### config.mk
export PLATFORM = sky130hd
export DESIGN_NAME = idTop
export DESIGN_NICKNAME = d
export VERILOG_FILES = /design/src/mipsPkg.sv /design/src/branchCompare.sv /design/src/idStage.sv /design/src/idTop.sv /design/src/instrDecoder.sv /design/src/regFile.sv
export SDC_FILE = /design/constraint.sdc
export NUM_CORES = 2
export LEC_CHECK = 0
export ABC_AREA = 1
export BUFFER_PORTS_ARGS = -buffer_cell sky130_fd_sc_hd__buf_2
export CAP_MARGIN = 20
export CORE_ASPECT_RATIO = 0.5
export CORE_MARGIN = 10
export CORE_UTILIZATION = 40
export CTS_CLUSTER_DIAMETER = 40
export CTS_CLUSTER_SIZE = 25
export DETAILED_ROUTE_END_ITERATION = 6
export PLACE_DENSITY_LB_ADDON = 0.08
export SLEW_MARGIN = 0
export SYNTH_ARGS = -nofsm -noshare
export SYNTH_HDL_FRONTEND = slang
export SYNTH_SLANG_ARGS = --single-unit
### constraint.sdc
create_clock -name clk -period 3.1 [get_ports clk]
set_input_delay 0 -clock clk [delete_from_list [all_inputs] [get_ports clk]]
set_output_delay 0 -clock clk [all_outputs]
set_load 0.02 [all_outputs]
### src/mipsPkg.sv
package mipsPkg;

    // Architectural constants
    localparam int          NUM_REGS       = 32;
    localparam logic [4:0]  LINK_REG       = 5'd31;
    localparam logic [31:0] PC_LINK_OFFSET = 32'd8;

    // Primary opcodes that need a second-level decode
    localparam logic [5:0] OP_SPECIAL  = 6'b000000;
    localparam logic [5:0] OP_REGIMM   = 6'b000001;
    localparam logic [5:0] OP_COP0     = 6'b010000;
    localparam logic [5:0] OP_SPECIAL2 = 6'b011100;

    // Every instruction the decode stage recognizes, NOP doubles as "unknown"
    typedef enum logic [6:0] {
        NOP = 7'd0,
        // Register arithmetic and logic
        ADD, SUB, ADDU, SUBU,
        AND, OR, XOR, NOR,
        SLT, SLTU,
        SLL, SLLV, SRL, SRLV, SRA, SRAV,
        MOVZ, MOVN,
        CLO, CLZ, MUL,
        // Jumps through a register
        JR, JALR,
        // HI/LO unit
        MULT, MULTU, DIV, DIVU,
        MADD, MADDU, MSUB, MSUBU,
        MFHI, MFLO, MTHI, MTLO,
        // Immediate arithmetic
        ADDI, ADDIU, ANDI, ORI, XORI, LUI, SLTI, SLTIU,
        // Loads and stores
        LW, LH, LHU, LB, LBU,
        SW, SH, SB,
        // Branches
        BEQ, BNE, BLEZ, BGTZ,
        BGEZ, BLTZ, BGEZAL, BLTZAL,
        // Absolute jumps
        J, JAL,
        // System and coprocessor 0
        SYSCALL, BREAK,
        MFC0, MTC0, ERET
    } instrT;

    typedef enum logic [2:0] {
        CALC_R,
        CALC_I,
        MEM_READ,
        MEM_WRITE,
        BRANCH,
        JUMP,
        MULTDIV,
        OTHER
    } instrClassT;

    typedef struct packed {
        logic [5:0] opcode;
        logic [4:0] rs;
        logic [4:0] rt;
        logic [4:0] rd;
        logic [4:0] shamt;
        logic [5:0] funct;
    } rFieldsT;

    // For J-format words the 26-bit target is {rs, rt, imm16}
    typedef struct packed {
        logic [5:0]  opcode;
        logic [4:0]  rs;
        logic [4:0]  rt;
        logic [15:0] imm16;
    } ijFieldsT;

    typedef union packed {
        rFieldsT  rFields;
        ijFieldsT ijFields;
    } codeWordT;

endpackage

### src/branchCompare.sv
`timescale 1ns/100ps

module branchCompare (
    input  mipsPkg::instrT instr,
    input  logic [31:0]    opA,
    input  logic [31:0]    opB,
    output logic           cond
);
    import mipsPkg::*;

    logic aNeg;
    logic aZero;
    logic bZero;

    assign aNeg  = opA[31];
    assign aZero = (opA == 32'd0);
    assign bZero = (opB == 32'd0);

    always_comb begin
        case (instr)
            BEQ:            cond = (opA == opB);
            BNE:            cond = (opA != opB);
            // Sign tests look only at rs
            BGEZ, BGEZAL:   cond = !aNeg;
            BGTZ:           cond = !aNeg && !aZero;
            BLEZ:           cond = aNeg || aZero;
            BLTZ, BLTZAL:   cond = aNeg;
            // Conditional moves test rt
            MOVZ:           cond = bZero;
            MOVN:           cond = !bZero;
            default:        cond = 1'b0;
        endcase
    end

endmodule

### src/idStage.sv
`timescale 1ns/100ps

module idStage (
    input  logic           clk,
    input  logic           rst,
    input  logic           stall,
    input  logic           clr,
    input  logic [31:0]    code,
    input  logic [31:0]    pc,
    input  logic [4:0]     fwdAddrEx,
    input  logic [4:0]     fwdAddrMem,
    input  logic [31:0]    fwdDataEx,
    input  logic [31:0]    fwdDataMem,
    output logic [4:0]     raddr1,
    output logic [4:0]     raddr2,
    input  logic [31:0]    rdata1,
    input  logic [31:0]    rdata2,
    output mipsPkg::instrT instr,
    output logic           cmp,
    output logic [25:0]    jumpTarget,
    output logic [31:0]    jumpReg,
    output mipsPkg::instrT instrEx,
    output logic [31:0]    pcEx,
    output logic [31:0]    dataRsEx,
    output logic [31:0]    dataRtEx,
    output logic [31:0]    wbDataEx,
    output logic [15:0]    imm16Ex,
    output logic [4:0]     shamtEx,
    output logic [4:0]     addrRsEx,
    output logic [4:0]     addrRtEx,
    output logic [4:0]     addrRdEx,
    output logic [4:0]     wbAddrEx,
    output logic           excRiEx
);
    import mipsPkg::*;

    instrClassT  instrClass;
    logic [4:0]  rs;
    logic [4:0]  rt;
    logic [4:0]  rd;
    logic [4:0]  shamt;
    logic [15:0] imm16;
    logic        excRi;
    logic [31:0] opRs;
    logic [31:0] opRt;
    logic        isLink;
    logic        isMove;
    logic [4:0]  wbAddr;
    logic [31:0] wbData;

    instrDecoder u_decoder (
        .code       (code),
        .instr      (instr),
        .instrClass (instrClass),
        .rs         (rs),
        .rt         (rt),
        .rd         (rd),
        .shamt      (shamt),
        .imm16      (imm16),
        .jumpTarget (jumpTarget),
        .excRi      (excRi)
    );

    assign raddr1 = rs;
    assign raddr2 = rt;

    // Youngest result first, register zero is never forwarded
    function automatic logic [31:0] pickOperand(input logic [4:0] addr,
                                                input logic [31:0] regData);
        if (fwdAddrEx == addr && fwdAddrEx != 5'd0) begin
            return fwdDataEx;
        end else if (fwdAddrMem == addr && fwdAddrMem != 5'd0) begin
            return fwdDataMem;
        end
        return regData;
    endfunction

    always_comb begin
        opRs = pickOperand(rs, rdata1);
    end

    always_comb begin
        opRt = pickOperand(rt, rdata2);
    end

    branchCompare u_compare (
        .instr (instr),
        .opA   (opRs),
        .opB   (opRt),
        .cond  (cmp)
    );

    assign jumpReg = opRs;

    assign isLink = (instr == JAL) || (instr == JALR) ||
                    (instr == BGEZAL) || (instr == BLTZAL);
    assign isMove = (instr == MOVZ) || (instr == MOVN);

    // Early write-back target
    always_comb begin
        if (instr == JAL) begin
            wbAddr = LINK_REG;
        end else if (instr == BGEZAL || instr == BLTZAL) begin
            wbAddr = cmp ? LINK_REG : 5'd0;
        end else if (isMove) begin
            wbAddr = cmp ? rd : 5'd0;
        end else if (instrClass == CALC_R || instr == JALR ||
                     instr == MFHI || instr == MFLO) begin
            wbAddr = rd;
        end else if (instrClass == CALC_I || instrClass == MEM_READ || instr == MFC0) begin
            wbAddr = rt;
        end else begin
            wbAddr = 5'd0;
        end
    end

    // No data travels with a write to register zero
    always_comb begin
        if (wbAddr == 5'd0) begin
            wbData = 32'd0;
        end else if (isMove) begin
            wbData = opRs;
        end else if (isLink) begin
            wbData = pc + PC_LINK_OFFSET;
        end else if (instr == LUI) begin
            wbData = {imm16, 16'h0000};
        end else begin
            wbData = 32'd0;
        end
    end

    // Decode to execute register
    always_ff @(posedge clk) begin
        if (rst || clr) begin
            instrEx  <= NOP;
            pcEx     <= 32'd0;
            dataRsEx <= 32'd0;
            dataRtEx <= 32'd0;
            wbDataEx <= 32'd0;
            imm16Ex  <= 16'd0;
            shamtEx  <= 5'd0;
            addrRsEx <= 5'd0;
            addrRtEx <= 5'd0;
            addrRdEx <= 5'd0;
            wbAddrEx <= 5'd0;
            excRiEx  <= 1'b0;
        end else if (!stall) begin
            instrEx  <= instr;
            pcEx     <= pc;
            dataRsEx <= opRs;
            dataRtEx <= opRt;
            wbDataEx <= wbData;
            imm16Ex  <= imm16;
            shamtEx  <= shamt;
            addrRsEx <= rs;
            addrRtEx <= rt;
            addrRdEx <= rd;
            wbAddrEx <= wbAddr;
            excRiEx  <= excRi;
        end
    end

endmodule

### src/idTop.sv
`timescale 1ns/100ps

module idTop (
    input  logic           clk,
    input  logic           rst,
    input  logic           stall,
    input  logic           clr,
    input  logic [31:0]    code,
    input  logic [31:0]    pc,
    input  logic [4:0]     fwdAddrEx,
    input  logic [31:0]    fwdDataEx,
    input  logic [4:0]     fwdAddrMem,
    input  logic [31:0]    fwdDataMem,
    input  logic           wbEn,
    input  logic [4:0]     wbAddr,
    input  logic [31:0]    wbData,
    output mipsPkg::instrT instr,
    output logic           cmp,
    output logic [25:0]    jumpTarget,
    output logic [31:0]    jumpReg,
    output mipsPkg::instrT instrEx,
    output logic [31:0]    pcEx,
    output logic [31:0]    dataRsEx,
    output logic [31:0]    dataRtEx,
    output logic [31:0]    wbDataEx,
    output logic [15:0]    imm16Ex,
    output logic [4:0]     shamtEx,
    output logic [4:0]     addrRsEx,
    output logic [4:0]     addrRtEx,
    output logic [4:0]     addrRdEx,
    output logic [4:0]     wbAddrEx,
    output logic           excRiEx
);

    logic [4:0]  raddr1;
    logic [4:0]  raddr2;
    logic [31:0] rdata1;
    logic [31:0] rdata2;

    regFile u_regFile (
        .clk    (clk),
        .rst    (rst),
        .raddr1 (raddr1),
        .raddr2 (raddr2),
        .rdata1 (rdata1),
        .rdata2 (rdata2),
        .wen    (wbEn),
        .waddr  (wbAddr),
        .wdata  (wbData)
    );

    idStage u_idStage (
        .clk        (clk),
        .rst        (rst),
        .stall      (stall),
        .clr        (clr),
        .code       (code),
        .pc         (pc),
        .fwdAddrEx  (fwdAddrEx),
        .fwdAddrMem (fwdAddrMem),
        .fwdDataEx  (fwdDataEx),
        .fwdDataMem (fwdDataMem),
        .raddr1     (raddr1),
        .raddr2     (raddr2),
        .rdata1     (rdata1),
        .rdata2     (rdata2),
        .instr      (instr),
        .cmp        (cmp),
        .jumpTarget (jumpTarget),
        .jumpReg    (jumpReg),
        .instrEx    (instrEx),
        .pcEx       (pcEx),
        .dataRsEx   (dataRsEx),
        .dataRtEx   (dataRtEx),
        .wbDataEx   (wbDataEx),
        .imm16Ex    (imm16Ex),
        .shamtEx    (shamtEx),
        .addrRsEx   (addrRsEx),
        .addrRtEx   (addrRtEx),
        .addrRdEx   (addrRdEx),
        .wbAddrEx   (wbAddrEx),
        .excRiEx    (excRiEx)
    );

endmodule

### src/instrDecoder.sv
`timescale 1ns/100ps

module instrDecoder (
    input  mipsPkg::codeWordT   code,
    output mipsPkg::instrT      instr,
    output mipsPkg::instrClassT instrClass,
    output logic [4:0]          rs,
    output logic [4:0]          rt,
    output logic [4:0]          rd,
    output logic [4:0]          shamt,
    output logic [15:0]         imm16,
    output logic [25:0]         jumpTarget,
    output logic                excRi
);
    import mipsPkg::*;

    instrT decoded;
    logic  isZeroWord;

    // SPECIAL group, selected by funct
    function automatic instrT decodeSpecial(input logic [5:0] funct);
        case (funct)
            6'b100000: return ADD;
            6'b100010: return SUB;
            6'b100001: return ADDU;
            6'b100011: return SUBU;
            6'b100100: return AND;
            6'b100101: return OR;
            6'b100110: return XOR;
            6'b100111: return NOR;
            6'b101010: return SLT;
            6'b101011: return SLTU;
            6'b000000: return SLL;
            6'b000100: return SLLV;
            6'b000010: return SRL;
            6'b000110: return SRLV;
            6'b000011: return SRA;
            6'b000111: return SRAV;
            6'b001000: return JR;
            6'b001001: return JALR;
            6'b001010: return MOVZ;
            6'b001011: return MOVN;
            6'b001100: return SYSCALL;
            6'b001101: return BREAK;
            6'b011000: return MULT;
            6'b011001: return MULTU;
            6'b011010: return DIV;
            6'b011011: return DIVU;
            6'b010000: return MFHI;
            6'b010010: return MFLO;
            6'b010001: return MTHI;
            6'b010011: return MTLO;
            default:   return NOP;
        endcase
    endfunction

    // Plain I and J formats, selected by opcode
    function automatic instrT decodePrimary(input logic [5:0] opcode);
        case (opcode)
            6'b001000: return ADDI;
            6'b001001: return ADDIU;
            6'b001100: return ANDI;
            6'b001101: return ORI;
            6'b001110: return XORI;
            6'b001111: return LUI;
            6'b001010: return SLTI;
            6'b001011: return SLTIU;
            6'b100011: return LW;
            6'b100001: return LH;
            6'b100101: return LHU;
            6'b100000: return LB;
            6'b100100: return LBU;
            6'b101011: return SW;
            6'b101001: return SH;
            6'b101000: return SB;
            6'b000100: return BEQ;
            6'b000101: return BNE;
            6'b000110: return BLEZ;
            6'b000111: return BGTZ;
            6'b000010: return J;
            6'b000011: return JAL;
            default:   return NOP;
        endcase
    endfunction

    // REGIMM branches use rt as a sub-opcode
    function automatic instrT decodeRegimm(input logic [4:0] sel);
        case (sel)
            5'b00001: return BGEZ;
            5'b00000: return BLTZ;
            5'b10001: return BGEZAL;
            5'b10000: return BLTZAL;
            default:  return NOP;
        endcase
    endfunction

    function automatic instrT decodeSpecial2(input logic [5:0] funct);
        case (funct)
            6'b000000: return MADD;
            6'b000001: return MADDU;
            6'b000010: return MUL;
            6'b000100: return MSUB;
            6'b000101: return MSUBU;
            6'b100000: return CLZ;
            6'b100001: return CLO;
            default:   return NOP;
        endcase
    endfunction

    // COP0 moves by rs, eret needs the CO bit plus funct
    function automatic instrT decodeCop0(input logic [4:0] sel, input logic [5:0] funct);
        if (sel == 5'b00000) begin
            return MFC0;
        end else if (sel == 5'b00100) begin
            return MTC0;
        end else if (sel[4] && funct == 6'b011000) begin
            return ERET;
        end
        return NOP;
    endfunction

    function automatic instrClassT classOf(input instrT sym);
        case (sym)
            ADD, SUB, ADDU, SUBU, AND, OR, XOR, NOR, SLT, SLTU,
            SLL, SLLV, SRL, SRLV, SRA, SRAV, MOVZ, MOVN, CLO, CLZ, MUL:
                return CALC_R;
            ADDI, ADDIU, ANDI, ORI, XORI, LUI, SLTI, SLTIU:
                return CALC_I;
            LW, LH, LHU, LB, LBU:
                return MEM_READ;
            SW, SH, SB:
                return MEM_WRITE;
            BEQ, BNE, BLEZ, BGTZ, BGEZ, BLTZ, BGEZAL, BLTZAL:
                return BRANCH;
            J, JAL, JR, JALR:
                return JUMP;
            MULT, MULTU, DIV, DIVU, MADD, MADDU, MSUB, MSUBU,
            MFHI, MFLO, MTHI, MTLO:
                return MULTDIV;
            default:
                return OTHER;
        endcase
    endfunction

    assign rs         = code.rFields.rs;
    assign rt         = code.rFields.rt;
    assign rd         = code.rFields.rd;
    assign shamt      = code.rFields.shamt;
    assign imm16      = code.ijFields.imm16;
    assign jumpTarget = {code.ijFields.rs, code.ijFields.rt, code.ijFields.imm16};

    always_comb begin
        case (code.rFields.opcode)
            OP_SPECIAL:  decoded = decodeSpecial(code.rFields.funct);
            OP_REGIMM:   decoded = decodeRegimm(code.rFields.rt);
            OP_SPECIAL2: decoded = decodeSpecial2(code.rFields.funct);
            OP_COP0:     decoded = decodeCop0(code.rFields.rs, code.rFields.funct);
            default:     decoded = decodePrimary(code.rFields.opcode);
        endcase
    end

    // The all-zero word would otherwise decode as sll
    assign isZeroWord = (code == 32'd0);
    assign instr      = isZeroWord ? NOP : decoded;
    assign instrClass = classOf(instr);
    assign excRi      = !isZeroWord && (decoded == NOP);

endmodule

### src/regFile.sv
`timescale 1ns/100ps

module regFile (
    input  logic        clk,
    input  logic        rst,
    input  logic [4:0]  raddr1,
    input  logic [4:0]  raddr2,
    output logic [31:0] rdata1,
    output logic [31:0] rdata2,
    input  logic        wen,
    input  logic [4:0]  waddr,
    input  logic [31:0] wdata
);
    import mipsPkg::*;

    logic [31:0] regs [NUM_REGS];

    always_ff @(posedge clk) begin
        if (rst) begin
            for (int i = 0; i < NUM_REGS; i++) begin
                regs[i] <= 32'd0;
            end
        end else if (wen && waddr != 5'd0) begin
            regs[waddr] <= wdata;
        end
    end

    // Write-back in the same cycle is visible to decode
    function automatic logic [31:0] readPort(input logic [4:0] addr);
        if (addr == 5'd0) begin
            return 32'd0;
        end else if (wen && waddr == addr) begin
            return wdata;
        end
        return regs[addr];
    endfunction

    always_comb begin
        rdata1 = readPort(raddr1);
    end

    always_comb begin
        rdata2 = readPort(raddr2);
    end

endmodule
## After elaboration in Yosys (flattened, before gate mapping)

Memory sizes are Yosys's and may differ from the RTL's.
Cells that the tools add are included.

| storage, ports and cells | value |
|---|---|
| output and inout bits | 243 |
| register bits after elaboration | 177 |
| memories kept | 4 |
| word-level logic and storage cells | 152 |
| bits of input ports | 180 |
| bits in read-only memories | 960 |
| RAM bits | 1024 |

| operators by class | value |
|---|---|
| equality and inequality tests | 40 |
| $add $sub $neg | 1 |
| reduce and logical (&&, ||, !) cells | 42 |
| muxes and demuxes | 53 |

Memory list:

| name | depth | width | rd ports | clocked after Yosys merged registers in | wr ports | RTL line | source |
|---|---|---|---|---|---|---|---|
| u_regFile.regs | 32 | 32 | 2 | 0 | 32 | regFile.sv:16 | `logic [31:0] regs [NUM_REGS];` |
| (no name shown) | 64 | 6 | 1 | 0 | 0 | instrDecoder.sv:22 | `case (funct)` |
| (no name shown) | 64 | 6 | 1 | 0 | 0 | instrDecoder.sv:59 | `case (opcode)` |
| (no name shown) | 64 | 3 | 1 | 0 | 0 | instrDecoder.sv:123 | `case (sym)` |

Operators by type and width:

| kind | number |
|---|---|
| $mux W32 | 17 |
| $logic_not A32 Y1 | 3 |
| $eq A7 B6 Y1 const B | 12 |
| $mux W5 | 8 |
| $mux W7 | 5 |
| $pmux W5 S7 | 1 |
| $add A32 B4 Y32 const B | 1 |
| $eq A32 B32 Y1 | 1 |
| $ne A32 B32 Y1 | 1 |
| $reduce_or A32 Y1 | 1 |
| $eq A5 B5 Y1 | 6 |
| $pmux W7 S4 | 1 |
| $pmux W6 S4 | 1 |
| $eq A7 B5 Y1 const B | 3 |
| $eq A6 B5 Y1 const B | 3 |
| $mux W1 | 18 |
| $logic_not A5 Y1 | 3 |
| $reduce_bool A5 Y1 | 3 |
| $eq A6 B1 Y1 const B | 2 |
| $eq A6 B3 Y1 const B | 2 |
| $eq A6 B6 Y1 const B | 2 |
| $logic_not A6 Y1 | 2 |
| $logic_or A1 B1 Y1 | 12 |
| $eq A5 B5 Y1 const B | 2 |
| other kinds (13) | 26 |

## Logic depth before layout (Yosys ltp)

An unclocked memory read counts as a cell.

| logic depth | value |
|---|---|
| depth after elaboration | 21 |
| depth in mapped cells | 33 |
| gate-level depth less buffers | 30 |

## Modules after synthesis

Synthesis repeated with hierarchy kept, for this count alone.

| unflattened totals | value |
|---|---|
| cell total of the unflattened synthesis | 10146 |
| area total of the unflattened synthesis | 73367.9 sq um |

By module, submodules not included:

| module | cells each | times used | sequential area each (sq um) | area an instance (sq um) |
|---|---|---|---|---|
| regFile | 7906 | 1 | 30749.5 | 60087.6 |
| idStage | 1723 | 1 | 3543.4 | 10466.3 |
| instrDecoder | 350 | 1 | 0.0 | 1990.7 |
| branchCompare | 167 | 1 | 0.0 | 823.3 |

## Worst setup path before layout

No wires, ideal clock.

| timing | value |
|---|---|
| kind | input-to-reg |
| start | in code[27] |
| end | reg u_idStage.wbDataEx[0] |
| data arrival time | 2.931 ns |
| path buffers | 1 |
| stages | 20 |
| data required time | 3.030 ns |
| setup slack | 0.099 ns |
| setup time | 0.070 ns |
| cell sequence | inv_1 -> ha_1 -> nand2_1 -> nor2_2 -> nand3_1 -> a21oi_1 -> nor2_1 -> nand2_1 -> nand3_1 -> inv_1 -> ha_1 -> nand2_1 -> nor2_1 -> inv_1 -> nand3_1 -> clkinv_1 -> clkbuf_1 -> o22ai_1 -> nand2_1 -> a21oi_1 |

| on the way | value |
|---|---|
| cells in the longest elaborated chain, start to end | 15 |
| elaborated cells on any way between the ends | 52 |
| classes of those cells | 20 x eq/ne; 14 x mux; 16 x reduce/logical; 2 x memory |

Ends and longest elaborated chain:

| item | RTL line | source |
|---|---|---|
| start: declaration | idTop.sv:8 | `input logic [31:0] code,` |
| $mem_v2 Z64 W6, or another cell as far along | - |  |
| $pmux W7 S4 | instrDecoder.sv:153 | `case (code.rFields.opcode)` |
| $mux W7 (*) | instrDecoder.sv:164 | `assign instr = isZeroWord ? NOP : decoded;` |
| net instr[3] | idTop.sv:17 | `output mipsPkg::instrT instr,` |
| $mem_v2 Z64 W3 | - |  |
| $mux W3 | instrDecoder.sv:123 |  |
| $eq A3 B1 Y1, or another cell as far along | idStage.sv:110 | `end else if (instrClass == CALC_I \|\| instrClass == MEM_READ \|\| instr == MFC0) begin` |
| $logic_or A1 B1 Y1 (on tied branches) (2 in a row) | idStage.sv:110, idStage.sv:107 |  |
| $mux W5 / $logic_or A1 B1 Y1 (equally long branches) | idStage.sv:110, idStage.sv:108 |  |
| $mux W5 | idStage.sv:107 | `end else if (instrClass == CALC_R \|\| instr == JALR \|\|` |
| $mux W5 | idStage.sv:105 | `end else if (isMove) begin` |
| $mux W5 | idStage.sv:103 | `end else if (instr == BGEZAL \|\| instr == BLTZAL) begin` |
| $mux W5 | idStage.sv:101 | `if (instr == JAL) begin` |
| $logic_not A5 Y1 | idStage.sv:119 | `if (wbAddr == 5'd0) begin` |
| $mux W32 (*) | idStage.sv:119 |  |
| end signal: assignment | idStage.sv:152 | `wbDataEx <= wbData;` |
| end: declaration | idStage.sv:26 | `output logic [31:0] wbDataEx,` |

The timed path passes the listed nets; every way through them passes the cells marked *.
A chain may end at the register's enable or synchronous reset.

==> metrics.yaml <==
run_status:
  status: "complete, but fails checks"
  violations: "negative setup slack"
clock_tree:
  numCtsBuffers: 154
  insertion_delay_ns: 0.85
  root_buffer: "clkbuf_16"
  htreeDepth: 4
  cts_sinks: 1191
  clk_path_buf_depth: 4
  cts_tree: "built"
  clkSlewWorstSetupHoldPaths_ns: 0.07
floorplan:
  num_io_pins: 423
  die_w_um: 610
  fp.dieH_um: 315
  core_area_um2: 173000
  start_util_pct: 40.2
  rows: 108
  dieArea_um2: 192000
yosys:
  synth-async-reset-ratio_pct: 0
  syn_inst: 9266
  syn_area_um2: 69700
  synth_flop_cell: "edfxtp_1"
  synth_cell_types: 52
  syn_avg_cell_area_um2: 7.53
  ys_seq_elements: 1191
  synth_seq_area_share_pct: 48.9
  synth-edff-count: 1024
  yosys_warnings: 0
hold_path:
  hold_class: "input port to flop"
timing:
  hold_viol: 0
  rsz0062_at_grt: "yes"
  fin_skew_ns: 0.0587
  setup_tns_ns: -14.84
  worstMarginPinSlew_ns: 0.982
  timing.hold.ws_ns: 0.0122
  relSlewSlack_pct: 34.5
  timing.final.crit_period_ns: 3.56
  worst_slack_ns: -0.462
  max_freq_mhz: 281
  slew_viol_final: 0
  setup_viol: 38
  finalCritPeriodShare_pct: 115
final_layout:
  fill_cells: 16500
  nNetsFinal: 10700
  drive_above_1_share_pct: 21.7
  utilization_pct: 52.7
  area_growth_pct: 31.1
  final_cell_mix: "2226 x nand2_1, 1543 x nor2_1, 1024 x edfxtp_1, 952 x buf_4, 951 x nand3_1"
  final_common_cell: "nand2_1"
place:
  post-dp-hpwl_um: 241000
  port_buffers: 422
  globalplace.congestion: 0.961
  place_ws_ns: -1.23
global_routing:
  grt_pass1_vias: 67300
  antenna_found_initial: 19
  track_usage_pct: 34.2
  grt_max_degree: 183
  grt_first_pass_wirelength_um: 485000
  overflow: 0
routing:
  drt_pass1_iterations: 6
  vias: 72900
  wl_per_cell_um: 26.6
  drc: 0
  vias_per_cell: 5.64
  drt-total-wl_um: 344000
  antenna_left: 0
  drt_iter0_markers: 10300
setup_path:
  critPathKind: "flop to output port"
  crit_path_cell_trace: "inv_1, nand2_1, o211ai_1, nand3_1, nand2_1, nand3_1, buf_4, nand3_1, nand2_1, nand2_2, nand2_1, nor2_1, nand2_1, nor2_2, nand2_1, nand2_1, nand3_2, a21oi_2, nand2_4, buf_6, buf_6"
  endpoint_kind: "output port"
  crit_path_max_incr_delay_ns: 0.41
  critPathMaxFanout: 4
  cp-start-kind: "flop"
  cp_common_cell: "nand2_1"
  cpMaxStageDelayCell: "edfxtp_1"
  cp.arrival_ns: 3.56
  cp.required_ns: 3.10
  r2r_slack_ns: -0.45
power_and_ir_drop:
  leakage_nw: 41.0
  ir_worst_vdd_mv: 0.444
  p_per_area_nw_per_um2: 524
run:
  cap_violations: 0
==> state kept, by name (all words and copies together), names as in the netlist <==
name,cells
u_regFile.regs,1024
u_idStage.dataRsEx,32
u_idStage.dataRtEx,32
u_idStage.pcEx,32
u_idStage.wbDataEx,32
u_idStage.imm16Ex,8
u_idStage.instrEx,7
u_idStage.addrRsEx,5
u_idStage.addrRtEx,5
u_idStage.wbAddrEx,5
u_idStage.addrRdEx,4
u_idStage.shamtEx,4
u_idStage.excRiEx,1
==> Yosys cell counts, types with 2 or more instances <==
library cell | number | share of area, %
nand4_1 | 26 | 0.23
inv_2 | 20 | 0.11
o211ai_1 | 302 | 3.3
or2_0 | 2 | 0.018
edfxtp_1 | 1024 | 44
clkbuf_1 | 372 | 2.0
nand2_2 | 4 | 0.036
nand2_4 | 4 | 0.065
nor2_4 | 4 | 0.065
o21a_1 | 2 | 0.022
o2bb2ai_1 | 2 | 0.025
nor2_2 | 19 | 0.17
a21oi_2 | 5 | 0.063
a31oi_1 | 5 | 0.045
or2_1 | 3 | 0.027
a21boi_1 | 10 | 0.11
buf_1 | 53 | 0.29
or2_2 | 42 | 0.38
a21oi_1 | 447 | 3.2
and2_1 | 3 | 0.027
a22oi_1 | 10 | 0.11
nor3_1 | 61 | 0.44
inv_1 | 742 | 4.0
nand3b_1 | 4 | 0.043
nand3_2 | 4 | 0.057
buf_6 | 18 | 0.29
o221ai_1 | 3 | 0.038
o21ai_0 | 445 | 3.2
buf_2 | 241 | 1.7
ha_1 | 22 | 0.39
nand2_1 | 2397 | 13
o2111ai_1 | 5 | 0.063
a21boi_0 | 5 | 0.054
o22ai_1 | 15 | 0.13
nor2_1 | 1591 | 8.6
clkinv_1 | 5 | 0.027
nor4_1 | 5 | 0.045
o21ai_1 | 12 | 0.086
xor2_1 | 14 | 0.18
dfxtp_1 | 167 | 4.8
buf_4 | 69 | 0.74
nand3_1 | 1058 | 7.6
xnor2_1 | 15 | 0.19
==> critical path: cells and delay by family, from the launching register on <==
kind            cells  cell delay (ns)
compound gates      2             0.24
buf+inv             4             0.52
flops               1             0.41
simple gates       15             1.56
==> worst paths after layout <==
path / from / end / cells after the start
setup reg to reg: u_regFile.regs[29][26] / u_idStage.wbDataEx[3] / 29
setup / recovery: u_regFile.regs[29][26] / cmp / 21
hold / removal: wbData[23] / u_regFile.regs[5][23] / 3
hold reg to reg: u_idStage.dataRsEx[29] / u_idStage.dataRsEx[29] / 2
==> metal layers <==
layer  vias to the layer above  routed length (um)  track usage (%)
li1                      32900                   -                -
met1                     34800              141000             47.3
met2                      4445              143000             50.4
met3                       676               47600             11.3
met4                        10               12600             11.1
met5                         -                  74                0
==> layout make-up <==
cell class	instances	area [um2]	share of cell area (%)
diodes	4	10.0	0.0109
clock buffers	172	4050	4.43
clock inverters	95	1160	1.27
inverters	768	2930	3.20
multi-input cells	6588	31000	33.9
flip-flops and latches	1191	34100	37.3
well taps	2310	2890	3.16
repair buffers	1792	15300	16.7
==> where the power goes <==
group          total (mW)  switching (mW)  internal, mW
Combinational        10.3            6.63          3.63
Sequential           18.6           0.416          18.2
Clock                19.0            7.99          11.0
==> logic make-up (layout without fill, tap and decap cells) <==
kind of cell | Yosys count | in the layout | synth area share [%]
other cells | 1 | 36 | 0.00538
xor+xnor | 29 | 29 | 0.364
fa+ha+maj | 22 | 22 | 0.395
flops | 1191 | 1191 | 48.9
compound gates | 1272 | 1272 | 10.4
simple gates | 5230 | 5233 | 30.7
buf+inv | 1521 | 2827 | 9.19
==> timing repair <==
action | in CTS | in global routing
setup buffers | 17 | 18
gates cloned | 3 | 0
pin swaps | 41 | 115
gates resized for setup | 154 | 275
hold buffers | 212 | 0
endpoints found under the hold margin | 939 | 0
setup endpoints to repair | 38 | 38
==> metrics by stage <==
| stage | instance area (um2) | cells | power (mW) |
|---|---|---|---|
| final | 91400 | 12900 | 47.9 |
| after global routing | 91400 | 12900 | 49.2 |
| after CTS | 90300 | 12900 | 47.3 |
| after detailed placement | 82100 | 12400 | 27.9 |
| after global placement | 82100 | 12400 | 27.9 |
| after floorplan | 69900 | 9297 | 23.2 |
No activity file was read; power rests on OpenSTA's default activity.
